===== src/source/proc_pkg.sv =====
// -------------------------------------------------
// Shared widths, instruction fields, enums and
// stage payload structs for the pipeline
// -------------------------------------------------
`default_nettype none

package proc_pkg;

  localparam int xlen      = 32;
  localparam int reg_count = 32;

  // Instruction field positions
  localparam int op_lsb  = 26;
  localparam int rs_lsb  = 21;
  localparam int rt_lsb  = 16;
  localparam int rd_lsb  = 11;
  localparam int imm_msb = 15;

  typedef logic [xlen-1:0] word_t;
  typedef logic [4:0]      reg_addr_t;

  typedef enum logic [5:0] {
    op_special = 6'd0,
    op_bne     = 6'd5,
    op_addiu   = 6'd9,
    op_mtc0    = 6'd16,
    op_lw      = 6'd35,
    op_sw      = 6'd43
  } opcode_e;

  localparam logic [5:0] funct_addu = 6'd33;  // Low bits of a special inst

  typedef enum logic [2:0] {
    k_nop, k_addu, k_addiu, k_lw, k_sw, k_bne, k_mtc0
  } inst_kind_e;

  typedef enum logic [1:0] {
    byp_none,  // Register file
    byp_x,
    byp_m
  } bypass_e;

  // D to X payload
  typedef struct packed {
    inst_kind_e kind;
    word_t      pc_plus4;
    word_t      op_a;
    word_t      op_b;
    word_t      imm;       // Sign extended
    reg_addr_t  dest;
    logic       wen;
  } dx_t;

  // What a later stage tells D about itself
  typedef struct packed {
    logic      valid;
    logic      is_load;
    logic      wen;
    reg_addr_t dest;
    word_t     value;
  } stage_fwd_t;

endpackage

`default_nettype wire

===== src/source/mem_if.sv =====
// -------------------------------------------------
// One requester's view of the shared memory bus
// -------------------------------------------------
`timescale 1ns/100ps
`default_nettype none

interface mem_if;
  import proc_pkg::*;

  logic  req_valid;
  logic  req_ready;
  word_t req_addr;   // Byte address
  logic  req_wen;
  word_t req_wdata;

  // No ready here, the owner takes it at once
  logic  resp_valid;
  word_t resp_data;

  modport requester (
    output req_valid, req_addr, req_wen, req_wdata,
    input  req_ready, resp_valid, resp_data
  );

  modport arbiter (
    input  req_valid, req_addr, req_wen, req_wdata,
    output req_ready, resp_valid, resp_data
  );

endinterface

`default_nettype wire


===== src/source/proc_top.sv =====
// -------------------------------------------------
// Processor top: fetch, decode, execute stages and
// the memory arbiter behind plain bus ports
// -------------------------------------------------
`timescale 1ns/100ps
`default_nettype none

module proc_top #(
  parameter proc_pkg::word_t reset_pc = '0
) (
  input  wire logic       clk,
  input  wire logic       reset,
  output logic            mem_req_valid,
  input  wire logic       mem_req_ready,
  output proc_pkg::word_t mem_req_addr,
  output logic            mem_req_wen,
  output proc_pkg::word_t mem_req_wdata,
  input  wire logic       mem_resp_valid,
  input  proc_pkg::word_t mem_resp_data,
  output logic            to_mngr_valid,
  input  wire logic       to_mngr_ready,
  output proc_pkg::word_t to_mngr_data
);
  import proc_pkg::*;

  mem_if ifetch_bus ();
  mem_if data_bus ();

  logic       inst_valid;
  word_t      inst;
  word_t      pc_plus4;
  logic       stall_d;
  logic       stall_x;
  logic       redirect;
  word_t      redirect_pc;
  logic       dx_valid;
  dx_t        dx;
  stage_fwd_t fwd_x;
  stage_fwd_t fwd_m;
  logic       w_wen;
  reg_addr_t  w_addr;
  word_t      w_data;

  fetch_unit #(
    .reset_pc (reset_pc)
  ) u_fetch (
    .clk         (clk),
    .reset       (reset),
    .mem         (ifetch_bus.requester),
    .stall_d     (stall_d),
    .redirect    (redirect),
    .redirect_pc (redirect_pc),
    .inst_valid  (inst_valid),
    .inst        (inst),
    .pc_plus4    (pc_plus4)
  );

  decode_stage u_decode (
    .clk        (clk),
    .reset      (reset),
    .inst_valid (inst_valid),
    .inst       (inst),
    .pc_plus4   (pc_plus4),
    .squash     (redirect),  // Taken branch kills D
    .stall_x    (stall_x),
    .fwd_x      (fwd_x),
    .fwd_m      (fwd_m),
    .w_wen      (w_wen),
    .w_addr     (w_addr),
    .w_data     (w_data),
    .stall_d    (stall_d),
    .dx_valid   (dx_valid),
    .dx         (dx)
  );

  exec_stages u_exec (
    .clk           (clk),
    .reset         (reset),
    .dx_valid      (dx_valid),
    .dx            (dx),
    .mem           (data_bus.requester),
    .to_mngr_valid (to_mngr_valid),
    .to_mngr_ready (to_mngr_ready),
    .to_mngr_data  (to_mngr_data),
    .stall_x       (stall_x),
    .redirect      (redirect),
    .redirect_pc   (redirect_pc),
    .fwd_x         (fwd_x),
    .fwd_m         (fwd_m),
    .w_wen         (w_wen),
    .w_addr        (w_addr),
    .w_data        (w_data)
  );

  mem_arbiter u_arbiter (
    .clk            (clk),
    .reset          (reset),
    .ifetch         (ifetch_bus.arbiter),
    .data           (data_bus.arbiter),
    .mem_req_valid  (mem_req_valid),
    .mem_req_ready  (mem_req_ready),
    .mem_req_addr   (mem_req_addr),
    .mem_req_wen    (mem_req_wen),
    .mem_req_wdata  (mem_req_wdata),
    .mem_resp_valid (mem_resp_valid),
    .mem_resp_data  (mem_resp_data)
  );

endmodule

`default_nettype wire


===== src/source/exec_stages.sv =====
// -------------------------------------------------
// X, M and W stages: adder, BNE resolution, data
// access, register write and the to_mngr output
// -------------------------------------------------
`timescale 1ns/100ps
`default_nettype none

module exec_stages (
  input  wire logic            clk,
  input  wire logic            reset,
  input  wire logic            dx_valid,
  input  proc_pkg::dx_t        dx,
  mem_if.requester             mem,
  output logic                 to_mngr_valid,
  input  wire logic            to_mngr_ready,
  output proc_pkg::word_t      to_mngr_data,
  output logic                 stall_x,
  output logic                 redirect,
  output proc_pkg::word_t      redirect_pc,
  output proc_pkg::stage_fwd_t fwd_x,
  output proc_pkg::stage_fwd_t fwd_m,
  output logic                 w_wen,
  output proc_pkg::reg_addr_t  w_addr,
  output proc_pkg::word_t      w_data
);
  import proc_pkg::*;

  word_t      x_alu_b;
  word_t      x_result;
  logic       x_taken;

  logic       m_valid;
  inst_kind_e m_kind;
  word_t      m_result;      // Address or sum, then load data
  word_t      m_store_data;
  reg_addr_t  m_dest;
  logic       m_wen;
  logic       m_req_sent;
  logic       m_resp_done;
  logic       m_is_mem;
  logic       m_done;
  logic       stall_m;
  word_t      m_value;

  logic       wb_valid;
  inst_kind_e wb_kind;
  word_t      wb_value;
  reg_addr_t  wb_dest;
  logic       wb_wen;
  logic       w_hold;

  // ------------------------------------------------
  // X stage
  // ------------------------------------------------
  assign x_alu_b  = (dx.kind == k_addu) ? dx.op_b : dx.imm;
  assign x_result = (dx.kind == k_mtc0) ? dx.op_b : dx.op_a + x_alu_b;
  assign x_taken  = dx_valid && dx.kind == k_bne && dx.op_a != dx.op_b;

  assign redirect    = x_taken && !stall_x;  // Once, as the branch leaves X
  assign redirect_pc = dx.pc_plus4 + {dx.imm[xlen-3:0], 2'b00};

  always_comb begin
    fwd_x.valid   = dx_valid;
    fwd_x.is_load = dx.kind == k_lw;
    fwd_x.wen     = dx.wen;
    fwd_x.dest    = dx.dest;
    fwd_x.value   = x_result;
  end

  // ------------------------------------------------
  // M stage
  // ------------------------------------------------
  assign m_is_mem = m_kind == k_lw || m_kind == k_sw;

  assign mem.req_valid = m_valid && m_is_mem && !m_req_sent;
  assign mem.req_addr  = m_result;
  assign mem.req_wen   = m_kind == k_sw;
  assign mem.req_wdata = m_store_data;

  assign m_done  = !m_is_mem || m_resp_done || mem.resp_valid;
  assign stall_m = (m_valid && !m_done) || w_hold;
  assign stall_x = stall_m;
  assign m_value = (m_kind == k_lw && mem.resp_valid) ? mem.resp_data : m_result;

  always_comb begin
    fwd_m.valid   = m_valid;
    fwd_m.is_load = m_kind == k_lw;
    fwd_m.wen     = m_wen;
    fwd_m.dest    = m_dest;
    fwd_m.value   = m_value;
  end

  always_ff @(posedge clk) begin
    if (reset) begin
      m_valid     <= 1'b0;
      m_req_sent  <= 1'b0;
      m_resp_done <= 1'b0;
    end else if (!stall_m) begin
      m_valid     <= dx_valid;
      m_req_sent  <= 1'b0;
      m_resp_done <= 1'b0;
    end else begin
      if (mem.req_valid && mem.req_ready) m_req_sent <= 1'b1;
      if (mem.resp_valid) m_resp_done <= 1'b1;  // W may still be busy
    end
  end

  always_ff @(posedge clk) begin
    if (!stall_m) begin
      m_kind       <= dx.kind;
      m_result     <= x_result;
      m_store_data <= dx.op_b;
      m_dest       <= dx.dest;
      m_wen        <= dx.wen;
    end else if (mem.resp_valid && m_kind == k_lw) begin
      m_result <= mem.resp_data;
    end
  end

  // ------------------------------------------------
  // W stage
  // ------------------------------------------------
  assign to_mngr_valid = wb_valid && wb_kind == k_mtc0;
  assign to_mngr_data  = wb_value;
  assign w_hold        = to_mngr_valid && !to_mngr_ready;

  assign w_wen  = wb_valid && wb_wen;
  assign w_addr = wb_dest;
  assign w_data = wb_value;

  always_ff @(posedge clk) begin
    if (reset) begin
      wb_valid <= 1'b0;
    end else if (!w_hold) begin
      wb_valid <= m_valid && m_done;  // Bubble while M waits
    end
  end

  always_ff @(posedge clk) begin
    if (!w_hold) begin
      wb_kind  <= m_kind;
      wb_value <= m_value;
      wb_dest  <= m_dest;
      wb_wen   <= m_wen;
    end
  end

endmodule

`default_nettype wire


===== src/source/decode_stage.sv =====
// -------------------------------------------------
// Register file, decoder, bypass select and the
// load-use stall, ending in the D/X register
// -------------------------------------------------
`timescale 1ns/100ps
`default_nettype none

module decode_stage (
  input  wire logic            clk,
  input  wire logic            reset,
  input  wire logic            inst_valid,
  input  proc_pkg::word_t      inst,
  input  proc_pkg::word_t      pc_plus4,
  input  wire logic            squash,
  input  wire logic            stall_x,
  input  proc_pkg::stage_fwd_t fwd_x,
  input  proc_pkg::stage_fwd_t fwd_m,
  input  wire logic            w_wen,
  input  proc_pkg::reg_addr_t  w_addr,
  input  proc_pkg::word_t      w_data,
  output logic                 stall_d,
  output logic                 dx_valid,
  output proc_pkg::dx_t        dx
);
  import proc_pkg::*;

  word_t      rf [reg_count];
  opcode_e    opcode;
  reg_addr_t  rs;
  reg_addr_t  rt;
  reg_addr_t  rd;
  word_t      imm_sext;
  inst_kind_e dec_kind;
  logic       rs_en;
  logic       rt_en;
  logic       dec_wen;
  reg_addr_t  dec_dest;
  word_t      rs_data;
  word_t      rt_data;
  bypass_e    byp_a;
  bypass_e    byp_b;
  logic       load_use;
  dx_t        dx_next;

  // Newest writer wins, a load still in X cannot forward
  function automatic bypass_e sel_bypass(reg_addr_t src, logic en,
                                         stage_fwd_t fx, stage_fwd_t fm);
    if (!en || src == '0) return byp_none;
    if (fx.valid && fx.wen && fx.dest == src) return fx.is_load ? byp_none : byp_x;
    if (fm.valid && fm.wen && fm.dest == src) return byp_m;
    return byp_none;
  endfunction

  function automatic word_t bypass_value(bypass_e sel, word_t rf_val,
                                         stage_fwd_t fx, stage_fwd_t fm);
    case (sel)
      byp_x:   return fx.value;
      byp_m:   return fm.value;
      default: return rf_val;
    endcase
  endfunction

  // ------------------------------------------------
  // Decode
  // ------------------------------------------------
  assign opcode   = opcode_e'(inst[op_lsb +: 6]);
  assign rs       = inst[rs_lsb +: 5];
  assign rt       = inst[rt_lsb +: 5];
  assign rd       = inst[rd_lsb +: 5];
  assign imm_sext = {{(xlen - imm_msb - 1){inst[imm_msb]}}, inst[imm_msb:0]};

  always_comb begin
    dec_kind = k_nop;  // Anything unknown flows through harmlessly
    rs_en    = 1'b0;
    rt_en    = 1'b0;
    dec_wen  = 1'b0;
    dec_dest = rt;
    case (opcode)
      op_special: begin
        if (inst[5:0] == funct_addu) begin
          dec_kind = k_addu;
          rs_en    = 1'b1;
          rt_en    = 1'b1;
          dec_wen  = 1'b1;
          dec_dest = rd;
        end
      end
      op_addiu: begin
        dec_kind = k_addiu;
        rs_en    = 1'b1;
        dec_wen  = 1'b1;
      end
      op_lw: begin
        dec_kind = k_lw;
        rs_en    = 1'b1;
        dec_wen  = 1'b1;
      end
      op_sw: begin
        dec_kind = k_sw;
        rs_en    = 1'b1;
        rt_en    = 1'b1;  // Store data
      end
      op_bne: begin
        dec_kind = k_bne;
        rs_en    = 1'b1;
        rt_en    = 1'b1;
      end
      op_mtc0: begin
        dec_kind = k_mtc0;
        rt_en    = 1'b1;
      end
      default: ;
    endcase
  end

  // ------------------------------------------------
  // Operands and hazards
  // ------------------------------------------------
  // W writes this cycle, so read through it
  assign rs_data = (rs == '0) ? '0 : (w_wen && w_addr == rs) ? w_data : rf[rs];
  assign rt_data = (rt == '0) ? '0 : (w_wen && w_addr == rt) ? w_data : rf[rt];

  assign byp_a = sel_bypass(rs, rs_en, fwd_x, fwd_m);
  assign byp_b = sel_bypass(rt, rt_en, fwd_x, fwd_m);

  assign load_use = inst_valid && fwd_x.valid && fwd_x.is_load && fwd_x.dest != '0 &&
                    ((rs_en && rs == fwd_x.dest) || (rt_en && rt == fwd_x.dest));

  assign stall_d = stall_x || load_use;

  always_comb begin
    dx_next.kind     = dec_kind;
    dx_next.pc_plus4 = pc_plus4;
    dx_next.op_a     = bypass_value(byp_a, rs_data, fwd_x, fwd_m);
    dx_next.op_b     = bypass_value(byp_b, rt_data, fwd_x, fwd_m);
    dx_next.imm      = imm_sext;
    dx_next.dest     = dec_dest;
    dx_next.wen      = dec_wen;
  end

  // Bubble on load-use or squash, hold while X is stuck
  always_ff @(posedge clk) begin
    if (reset) begin
      dx_valid <= 1'b0;
    end else if (!stall_x) begin
      dx_valid <= inst_valid && !load_use && !squash;
    end
  end

  always_ff @(posedge clk) begin
    if (!stall_x) dx <= dx_next;
    if (w_wen && w_addr != '0) rf[w_addr] <= w_data;
  end

endmodule

`default_nettype wire


===== src/source/fetch_unit.sv =====
// -------------------------------------------------
// PC, fetch requests, branch redirect and the
// one-entry skid buffer in front of decode
// -------------------------------------------------
`timescale 1ns/100ps
`default_nettype none

module fetch_unit #(
  parameter proc_pkg::word_t reset_pc = '0
) (
  input  wire logic       clk,
  input  wire logic       reset,
  mem_if.requester        mem,
  input  wire logic       stall_d,
  input  wire logic       redirect,
  input  proc_pkg::word_t redirect_pc,
  output logic            inst_valid,
  output proc_pkg::word_t inst,
  output proc_pkg::word_t pc_plus4
);
  import proc_pkg::*;

  word_t pc;           // Next fetch address
  word_t target;       // Redirect held behind a waiting request
  word_t buf_inst;
  logic  active;
  logic  outstanding;
  logic  drop;         // Next response is from the wrong path
  logic  retarget;
  logic  buf_valid;
  logic  req_fire;
  logic  req_pending;
  logic  resp_ok;

  // Next request waits for the previous word to leave
  assign mem.req_valid = active && !outstanding && !buf_valid;
  assign mem.req_addr  = pc;
  assign mem.req_wen   = 1'b0;
  assign mem.req_wdata = '0;

  assign req_fire    = mem.req_valid && mem.req_ready;
  assign req_pending = mem.req_valid && !mem.req_ready;
  assign resp_ok     = mem.resp_valid && !drop;

  assign inst_valid = buf_valid || resp_ok;
  assign inst       = buf_valid ? buf_inst : mem.resp_data;
  assign pc_plus4   = pc;  // pc already moved past the word in D

  always_ff @(posedge clk) begin
    if (reset) begin
      active      <= 1'b0;
      pc          <= reset_pc;
      outstanding <= 1'b0;
      drop        <= 1'b0;
      retarget    <= 1'b0;
      buf_valid   <= 1'b0;
    end else begin
      active <= 1'b1;

      if (req_fire) outstanding <= 1'b1;
      else if (mem.resp_valid) outstanding <= 1'b0;

      // A request already on its way cannot be taken back
      if (req_fire) begin
        if (redirect || retarget) drop <= 1'b1;
      end else if (redirect && outstanding && !mem.resp_valid) begin
        drop <= 1'b1;
      end else if (mem.resp_valid) begin
        drop <= 1'b0;
      end

      if (redirect && !req_pending) begin
        pc <= redirect_pc;
      end else if (req_fire) begin
        pc <= retarget ? target : pc + 32'd4;
      end

      if (redirect && req_pending) retarget <= 1'b1;
      else if (req_fire) retarget <= 1'b0;

      if (redirect) begin
        buf_valid <= 1'b0;
      end else if (resp_ok && stall_d) begin
        buf_valid <= 1'b1;
      end else if (!stall_d) begin
        buf_valid <= 1'b0;
      end
    end
  end

  always_ff @(posedge clk) begin
    if (redirect) target <= redirect_pc;
    if (resp_ok && stall_d) buf_inst <= mem.resp_data;
  end

endmodule

`default_nettype wire


===== src/source/mem_arbiter.sv =====
// -------------------------------------------------
// Two-way arbiter for the external memory bus
// -------------------------------------------------
`timescale 1ns/100ps
`default_nettype none

module mem_arbiter (
  input  wire logic          clk,
  input  wire logic          reset,
  mem_if.arbiter             ifetch,
  mem_if.arbiter             data,
  output logic               mem_req_valid,
  input  wire logic          mem_req_ready,
  output proc_pkg::word_t    mem_req_addr,
  output logic               mem_req_wen,
  output proc_pkg::word_t    mem_req_wdata,
  input  wire logic          mem_resp_valid,
  input  proc_pkg::word_t    mem_resp_data
);
  import proc_pkg::*;

  logic busy;        // One transaction in flight
  logic owner_data;  // Who gets the next response
  logic locked;      // Presented last cycle but not taken
  logic lock_data;
  logic sel_data;
  logic req_fire;

  // Data first, unless a fetch is already sitting on the bus
  assign sel_data = locked ? lock_data : data.req_valid;

  assign mem_req_valid = !busy && (sel_data ? data.req_valid : ifetch.req_valid);
  assign mem_req_addr  = sel_data ? data.req_addr  : ifetch.req_addr;
  assign mem_req_wen   = sel_data ? data.req_wen   : ifetch.req_wen;
  assign mem_req_wdata = sel_data ? data.req_wdata : ifetch.req_wdata;

  assign data.req_ready   = !busy && sel_data && mem_req_ready;
  assign ifetch.req_ready = !busy && !sel_data && mem_req_ready;

  assign req_fire = mem_req_valid && mem_req_ready;

  // Responses go only to the owner
  assign data.resp_valid   = mem_resp_valid && busy && owner_data;
  assign ifetch.resp_valid = mem_resp_valid && busy && !owner_data;
  assign data.resp_data    = mem_resp_data;
  assign ifetch.resp_data  = mem_resp_data;

  always_ff @(posedge clk) begin
    if (reset) begin
      busy       <= 1'b0;
      owner_data <= 1'b0;
      locked     <= 1'b0;
      lock_data  <= 1'b0;
    end else begin
      if (req_fire) begin
        busy       <= 1'b1;
        owner_data <= sel_data;
      end else if (mem_resp_valid) begin
        busy <= 1'b0;
      end
      locked    <= mem_req_valid && !mem_req_ready;  // Keep the bus stable
      lock_data <= sel_data;
    end
  end

endmodule

`default_nettype wire


===== config.mk =====
export PLATFORM = sky130hd
export DESIGN_NAME = proc_top
export DESIGN_NICKNAME = d
export VERILOG_FILES = /design/src/source/proc_pkg.sv /design/src/source/mem_if.sv /design/src/source/proc_top.sv /design/src/source/exec_stages.sv /design/src/source/decode_stage.sv /design/src/source/fetch_unit.sv /design/src/source/mem_arbiter.sv
export SDC_FILE = /design/constraint.sdc
export NUM_CORES = 2
export LEC_CHECK = 0
export ABC_AREA = 0
export BUFFER_PORTS_ARGS = -buffer_cell sky130_fd_sc_hd__buf_2
export CORE_UTILIZATION = 59
export CTS_BUF_LIST = sky130_fd_sc_hd__clkbuf_4 sky130_fd_sc_hd__clkbuf_8
export CTS_CLUSTER_SIZE = 40
export DETAILED_ROUTE_END_ITERATION = 7
export PLACE_DENSITY = 0.73
export SLEW_MARGIN = 15
export SYNTH_ARGS = -nofsm -noshare
export SYNTH_HDL_FRONTEND = slang
export SYNTH_SLANG_ARGS = --single-unit

===== constraint.sdc =====
create_clock -name clk -period 11.3 [get_ports clk]
set_input_delay 1.13 -clock clk [delete_from_list [all_inputs] [get_ports clk]]
set_output_delay 1.13 -clock clk [all_outputs]
set_load 0.1 [all_outputs]

==> impl_metrics.xml <==
<?xml version="1.0" encoding="UTF-8"?>
<metrics>
  <group name="sta">
    <metric name="finalHoldWorstSlack" unit="ps">379.9</metric>
    <metric name="tightest_slew" unit="ps">1265</metric>
    <metric name="skew" unit="ps">49.12</metric>
    <metric name="maxSlewViolCount" unit="">0</metric>
    <metric name="report.final.hold_viol_count" unit="">0</metric>
    <metric name="fin_crit" unit="ps">6926</metric>
    <metric name="count_of_endpoints_failing_setup_in_the_final_report" unit="">0</metric>
    <metric name="total_negative_slack" unit="ps">0</metric>
    <metric name="timing.fmax" unit="MHz">144.4</metric>
    <metric name="rsz0062_at_grt" unit="">false</metric>
    <metric name="layout_worst_path_cycle_share" unit="%">61.29</metric>
    <metric name="slew_headroom" unit="%">15.22</metric>
  </group>
  <group name="clock_tree">
    <metric name="cts_buffers" unit="">221</metric>
    <metric name="cts.sinks" unit="">1369</metric>
    <metric name="master_cell_of_the_clock_root_buffer" unit="">clkbuf_8</metric>
    <metric name="worst_skew_pair.late_latency" unit="ps">960</metric>
    <metric name="htree_num_levels" unit="">4</metric>
    <metric name="cts.path.max_buffers" unit="">3</metric>
    <metric name="cts_resized" unit="">0</metric>
    <metric name="clk_pin_slew_worst_paths" unit="ps">60</metric>
    <metric name="hold_fix_buffer_count_after_cts" unit="">0</metric>
    <metric name="cts_tree" unit="">yes</metric>
    <metric name="cts_setup_buffers" unit="">0</metric>
  </group>
  <group name="critical_path">
    <metric name="worst_path_most_repeated_cell" unit="">buf_4</metric>
    <metric name="setup.worst_path.class" unit="">reg -&gt; reg</metric>
    <metric name="worst-path-max-fanout" unit="">47</metric>
    <metric name="timing.rr.end" unit="">u_decode.dx[60]</metric>
    <metric name="worst-endpoint-arrival" unit="ps">7740</metric>
    <metric name="crit_slowest_cell" unit="">nor2_1</metric>
    <metric name="critical_path.max_stage_delay" unit="ps">1040</metric>
    <metric name="critPathLaunchType" unit="">flip-flop</metric>
    <metric name="cp_top_family" unit="">simple AND/OR/NAND/NOR gates</metric>
    <metric name="worst_ep_required_time" unit="ps">12110</metric>
    <metric name="worstPathBufferInverterCount" unit="">2</metric>
    <metric name="rr_worst_depth" unit="">12</metric>
    <metric name="crit_path_cell_trace" unit="">buf_4 &gt; mux2i_4 &gt; buf_4 &gt; xnor2_1 &gt; nor4_1 &gt; nand4_1 &gt; or3_1 &gt; ha_1 &gt; nand2_1 &gt; nor2_1 &gt; o21ai_0 &gt; nand3_1</metric>
    <metric name="cp-end-kind" unit="">flip-flop</metric>
    <metric name="worst_r2r_startpoint" unit="">u_fetch.buf_valid</metric>
    <metric name="timing.reg2reg.setup_slack" unit="ps">4370</metric>
  </group>
  <group name="logic_synthesis">
    <metric name="yosys_most_used_dff" unit="">edfxtp_1</metric>
    <metric name="yosysSeqAreaShare" unit="%">57.27</metric>
    <metric name="synth.distinct_cells" unit="">105</metric>
    <metric name="postSynthAreaPerCell" unit="µm²">10.69</metric>
    <metric name="synth.cells.most_frequent" unit="">nand2_1 (1781), edfxtp_1 (1291), nand3_1 (579), mux2i_1 (246), and3_1 (231)</metric>
    <metric name="synthArstFlopShare" unit="%">0</metric>
    <metric name="ys_seq_elements" unit="">1369</metric>
    <metric name="most_used_standard_cell_by_instance_count_after_synthesis" unit="">nand2_1</metric>
    <metric name="synth_edf_count" unit="">1291</metric>
    <metric name="ys_top_cells_by_area" unit="">edfxtp_1 (55%), nand2_1 (9.5%), nand3_1 (4.1%)</metric>
    <metric name="netlist_instances" unit="">6587</metric>
    <metric name="ys_warn_count" unit="">0</metric>
    <metric name="synth_top_area_share" unit="%">55.06</metric>
    <metric name="post-synth-top-area-cell" unit="">edfxtp_1</metric>
    <metric name="post_synthesis_instance_area" unit="µm²">70420</metric>
  </group>
  <group name="hold_path">
    <metric name="holdCritStartpoint" unit="">mem_req_ready</metric>
    <metric name="whs_endpoint" unit="">u_arbiter.locked</metric>
    <metric name="worst_hold_depth" unit="">2</metric>
    <metric name="min_path_type" unit="">in -&gt; reg</metric>
  </group>
  <group name="floorplanning">
    <metric name="die_area" unit="µm²">120700</metric>
    <metric name="fp.dieH" unit="µm">347.5</metric>
    <metric name="initial_utilization" unit="%">59.55</metric>
    <metric name="core-area" unit="µm²">118200</metric>
    <metric name="ios" unit="">136</metric>
    <metric name="num_rows" unit="">126</metric>
    <metric name="floorplan.die.width" unit="µm">347.5</metric>
  </group>
  <group name="routing">
    <metric name="detail_route.first_pass.iterations" unit="">7</metric>
    <metric name="postRouteWirelength" unit="µm">242400</metric>
    <metric name="drc_errors" unit="">0</metric>
    <metric name="detail_route.vias_per_cell" unit="">6.961</metric>
    <metric name="detailedRoute.firstIterationViolations" unit="">10030</metric>
    <metric name="wl_per_cell" unit="µm">29.06</metric>
    <metric name="final_antenna_net_count" unit="">0</metric>
    <metric name="vias_after_detailed_routing" unit="">58070</metric>
  </group>
  <group name="final_layout">
    <metric name="final_util" unit="%">64.79</metric>
    <metric name="finalNetCount" unit="">6714</metric>
    <metric name="area_growth_syn_to_layout" unit="%">8.801</metric>
    <metric name="drive_above_1_share" unit="%">12.44</metric>
  </group>
  <group name="power_and_ir_drop">
    <metric name="cellInternalPower" unit="mW">8.893</metric>
    <metric name="p_sw_share" unit="%">30.70</metric>
    <metric name="total_leakage_power" unit="nW">28.44</metric>
    <metric name="ir_worst_vdd" unit="µV">144.5</metric>
    <metric name="finalPower" unit="mW">12.83</metric>
    <metric name="sequentialPowerShare" unit="%">49.3</metric>
    <metric name="netSwitchingPower" unit="mW">3.940</metric>
    <metric name="power.combinational.fraction" unit="%">17.3</metric>
    <metric name="power_density_over_cell_area" unit="nW/µm²">167.5</metric>
    <metric name="pwr-share-clk" unit="%">33.4</metric>
  </group>
  <group name="grt">
    <metric name="grt_start_max_net_pins" unit="">175</metric>
    <metric name="globalRoute.totalOverflow" unit="">0</metric>
    <metric name="via_count_of_the_first_global_routing_pass" unit="">54780</metric>
    <metric name="number_of_antenna_violations_at_the_first_check_in_global_routing" unit="">7</metric>
    <metric name="wire_length_of_the_first_global_routing_pass" unit="µm">352000</metric>
    <metric name="total_global_route_track_usage" unit="%">39.28</metric>
  </group>
  <group name="place">
    <metric name="place.detailed.hpwl" unit="µm">138600</metric>
    <metric name="io_buffers" unit="">135</metric>
    <metric name="globalplace.congestion" unit="">0.9543</metric>
  </group>
  <group name="run_status">
    <metric name="run_status" unit="">completed</metric>
  </group>
  <group name="flow_run">
    <metric name="cap_viol_max_count" unit="">0</metric>
  </group>
</metrics>
-- how the worst max path moves through the flow --
| stage | cells past startpoint | from | to |
|---|---|---|---|
| after global placement | 12 | u_fetch.buf_valid | u_decode.dx[60] |
| after detailed placement | 12 | u_fetch.buf_valid | u_decode.dx[60] |
| final | 12 | u_fetch.buf_valid | u_decode.dx[60] |
| after CTS | 12 | u_fetch.buf_valid | u_decode.dx[60] |
| after floorplan | 7 | mem_resp_valid | u_exec.mem.req_addr[16] |
| after global routing | 12 | u_fetch.buf_valid | u_decode.dx[64] |
-- cell families (layout without fill, tap and decap cells) --
| kind of cell | count (synthesis) | in the layout | synth area share (%) |
|---|---|---|---|
| other | 1 | 36 | 0.005326 |
| adder cells (fa/ha/maj) | 69 | 69 | 1.247 |
| buffers and inverters | 556 | 740 | 3.737 |
| AND/OR/NAND/NOR | 3040 | 3040 | 18.97 |
| AO/OA/AOI/OAI | 1055 | 1055 | 11.16 |
| XOR/XNOR | 110 | 110 | 1.368 |
| multiplexers | 387 | 387 | 6.233 |
| flip-flops | 1369 | 1369 | 57.27 |
-- cell type report --
type | count | area [µm²]
multi-input combinational | 4693 | 27940
fill | 8932 | 41630
timing repair buffer | 272 | 1817
inverter | 51 | 198.9
sequential | 1369 | 40330
clock inverter | 106 | 576.8
clock buffer | 311 | 3811
antenna | 4 | 10.01
tap | 1536 | 1922
-- flip-flops by register name (all words and copies together) (netlist names), 3 cells and up --
| name | count |
|---|---|
| u_exec.mem.req_wdata | 32 |
| u_exec.m_dest | 5 |
| u_exec.to_mngr_data | 32 |
| u_decode.rf | 1024 |
| u_fetch.mem.req_addr | 32 |
| u_exec.wb_kind | 3 |
| u_exec.mem.req_addr | 32 |
| u_fetch.buf_inst | 32 |
| u_exec.m_kind | 3 |
| u_exec.w_addr | 5 |
| u_decode.dx | 121 |
| u_fetch.target | 32 |
-- cell usage in the layout (no fill, tap or decap), drive strengths merged, types with 67 or more instances in the layout --
master	Yosys	final
nand2	1781	1781
edfxtp	1291	1291
nand3	579	579
clkbuf	212	311
buf	293	272
mux2i	251	251
and3	231	231
a311oi	208	208
nor2	204	204
a21oi	134	134
o21ai	130	130
a31oi	122	122
mux2	110	110
clkinv	1	94
xnor2	83	83
dfxtp	78	78
a221oi	70	70
nor3	70	70
ha	67	67
-- through the flow --
step	cell area [µm²]	worst slack (ps)	instances
finish	76610	4374	8342
global route	76610	4297	8340
CTS	76600	4730	8338
detailed placement	72210	4713	7921
global placement	72210	4818	7921
floorplan	70530	4153	6618
-- routing by layer --
layer / vias to the layer above / track usage [%] / part of all wire (%)
met5: - / 0 / 0.0041
met4: 2 / 24.02 / 6.5
met3: 960 / 10.25 / 14
met2: 4745 / 58.90 / 44
met1: 27760 / 51.30 / 35
li1: 24610 / - / -
-- power groups by stage --
| stage | registers (mW) | clock network, mW | logic (mW) |
|---|---|---|---|
| after detailed placement | 6.42 | 0 | 2.13 |
| after CTS | 6.32 | 4.29 | 2.14 |
| after global routing | 6.34 | 4.50 | 2.30 |
| after global placement | 6.42 | 0 | 2.11 |
| final | 6.33 | 4.29 | 2.22 |
| after floorplan | 6.87 | 0 | 0.893 |
Note: power is estimated with default switching activity, not from simulation.
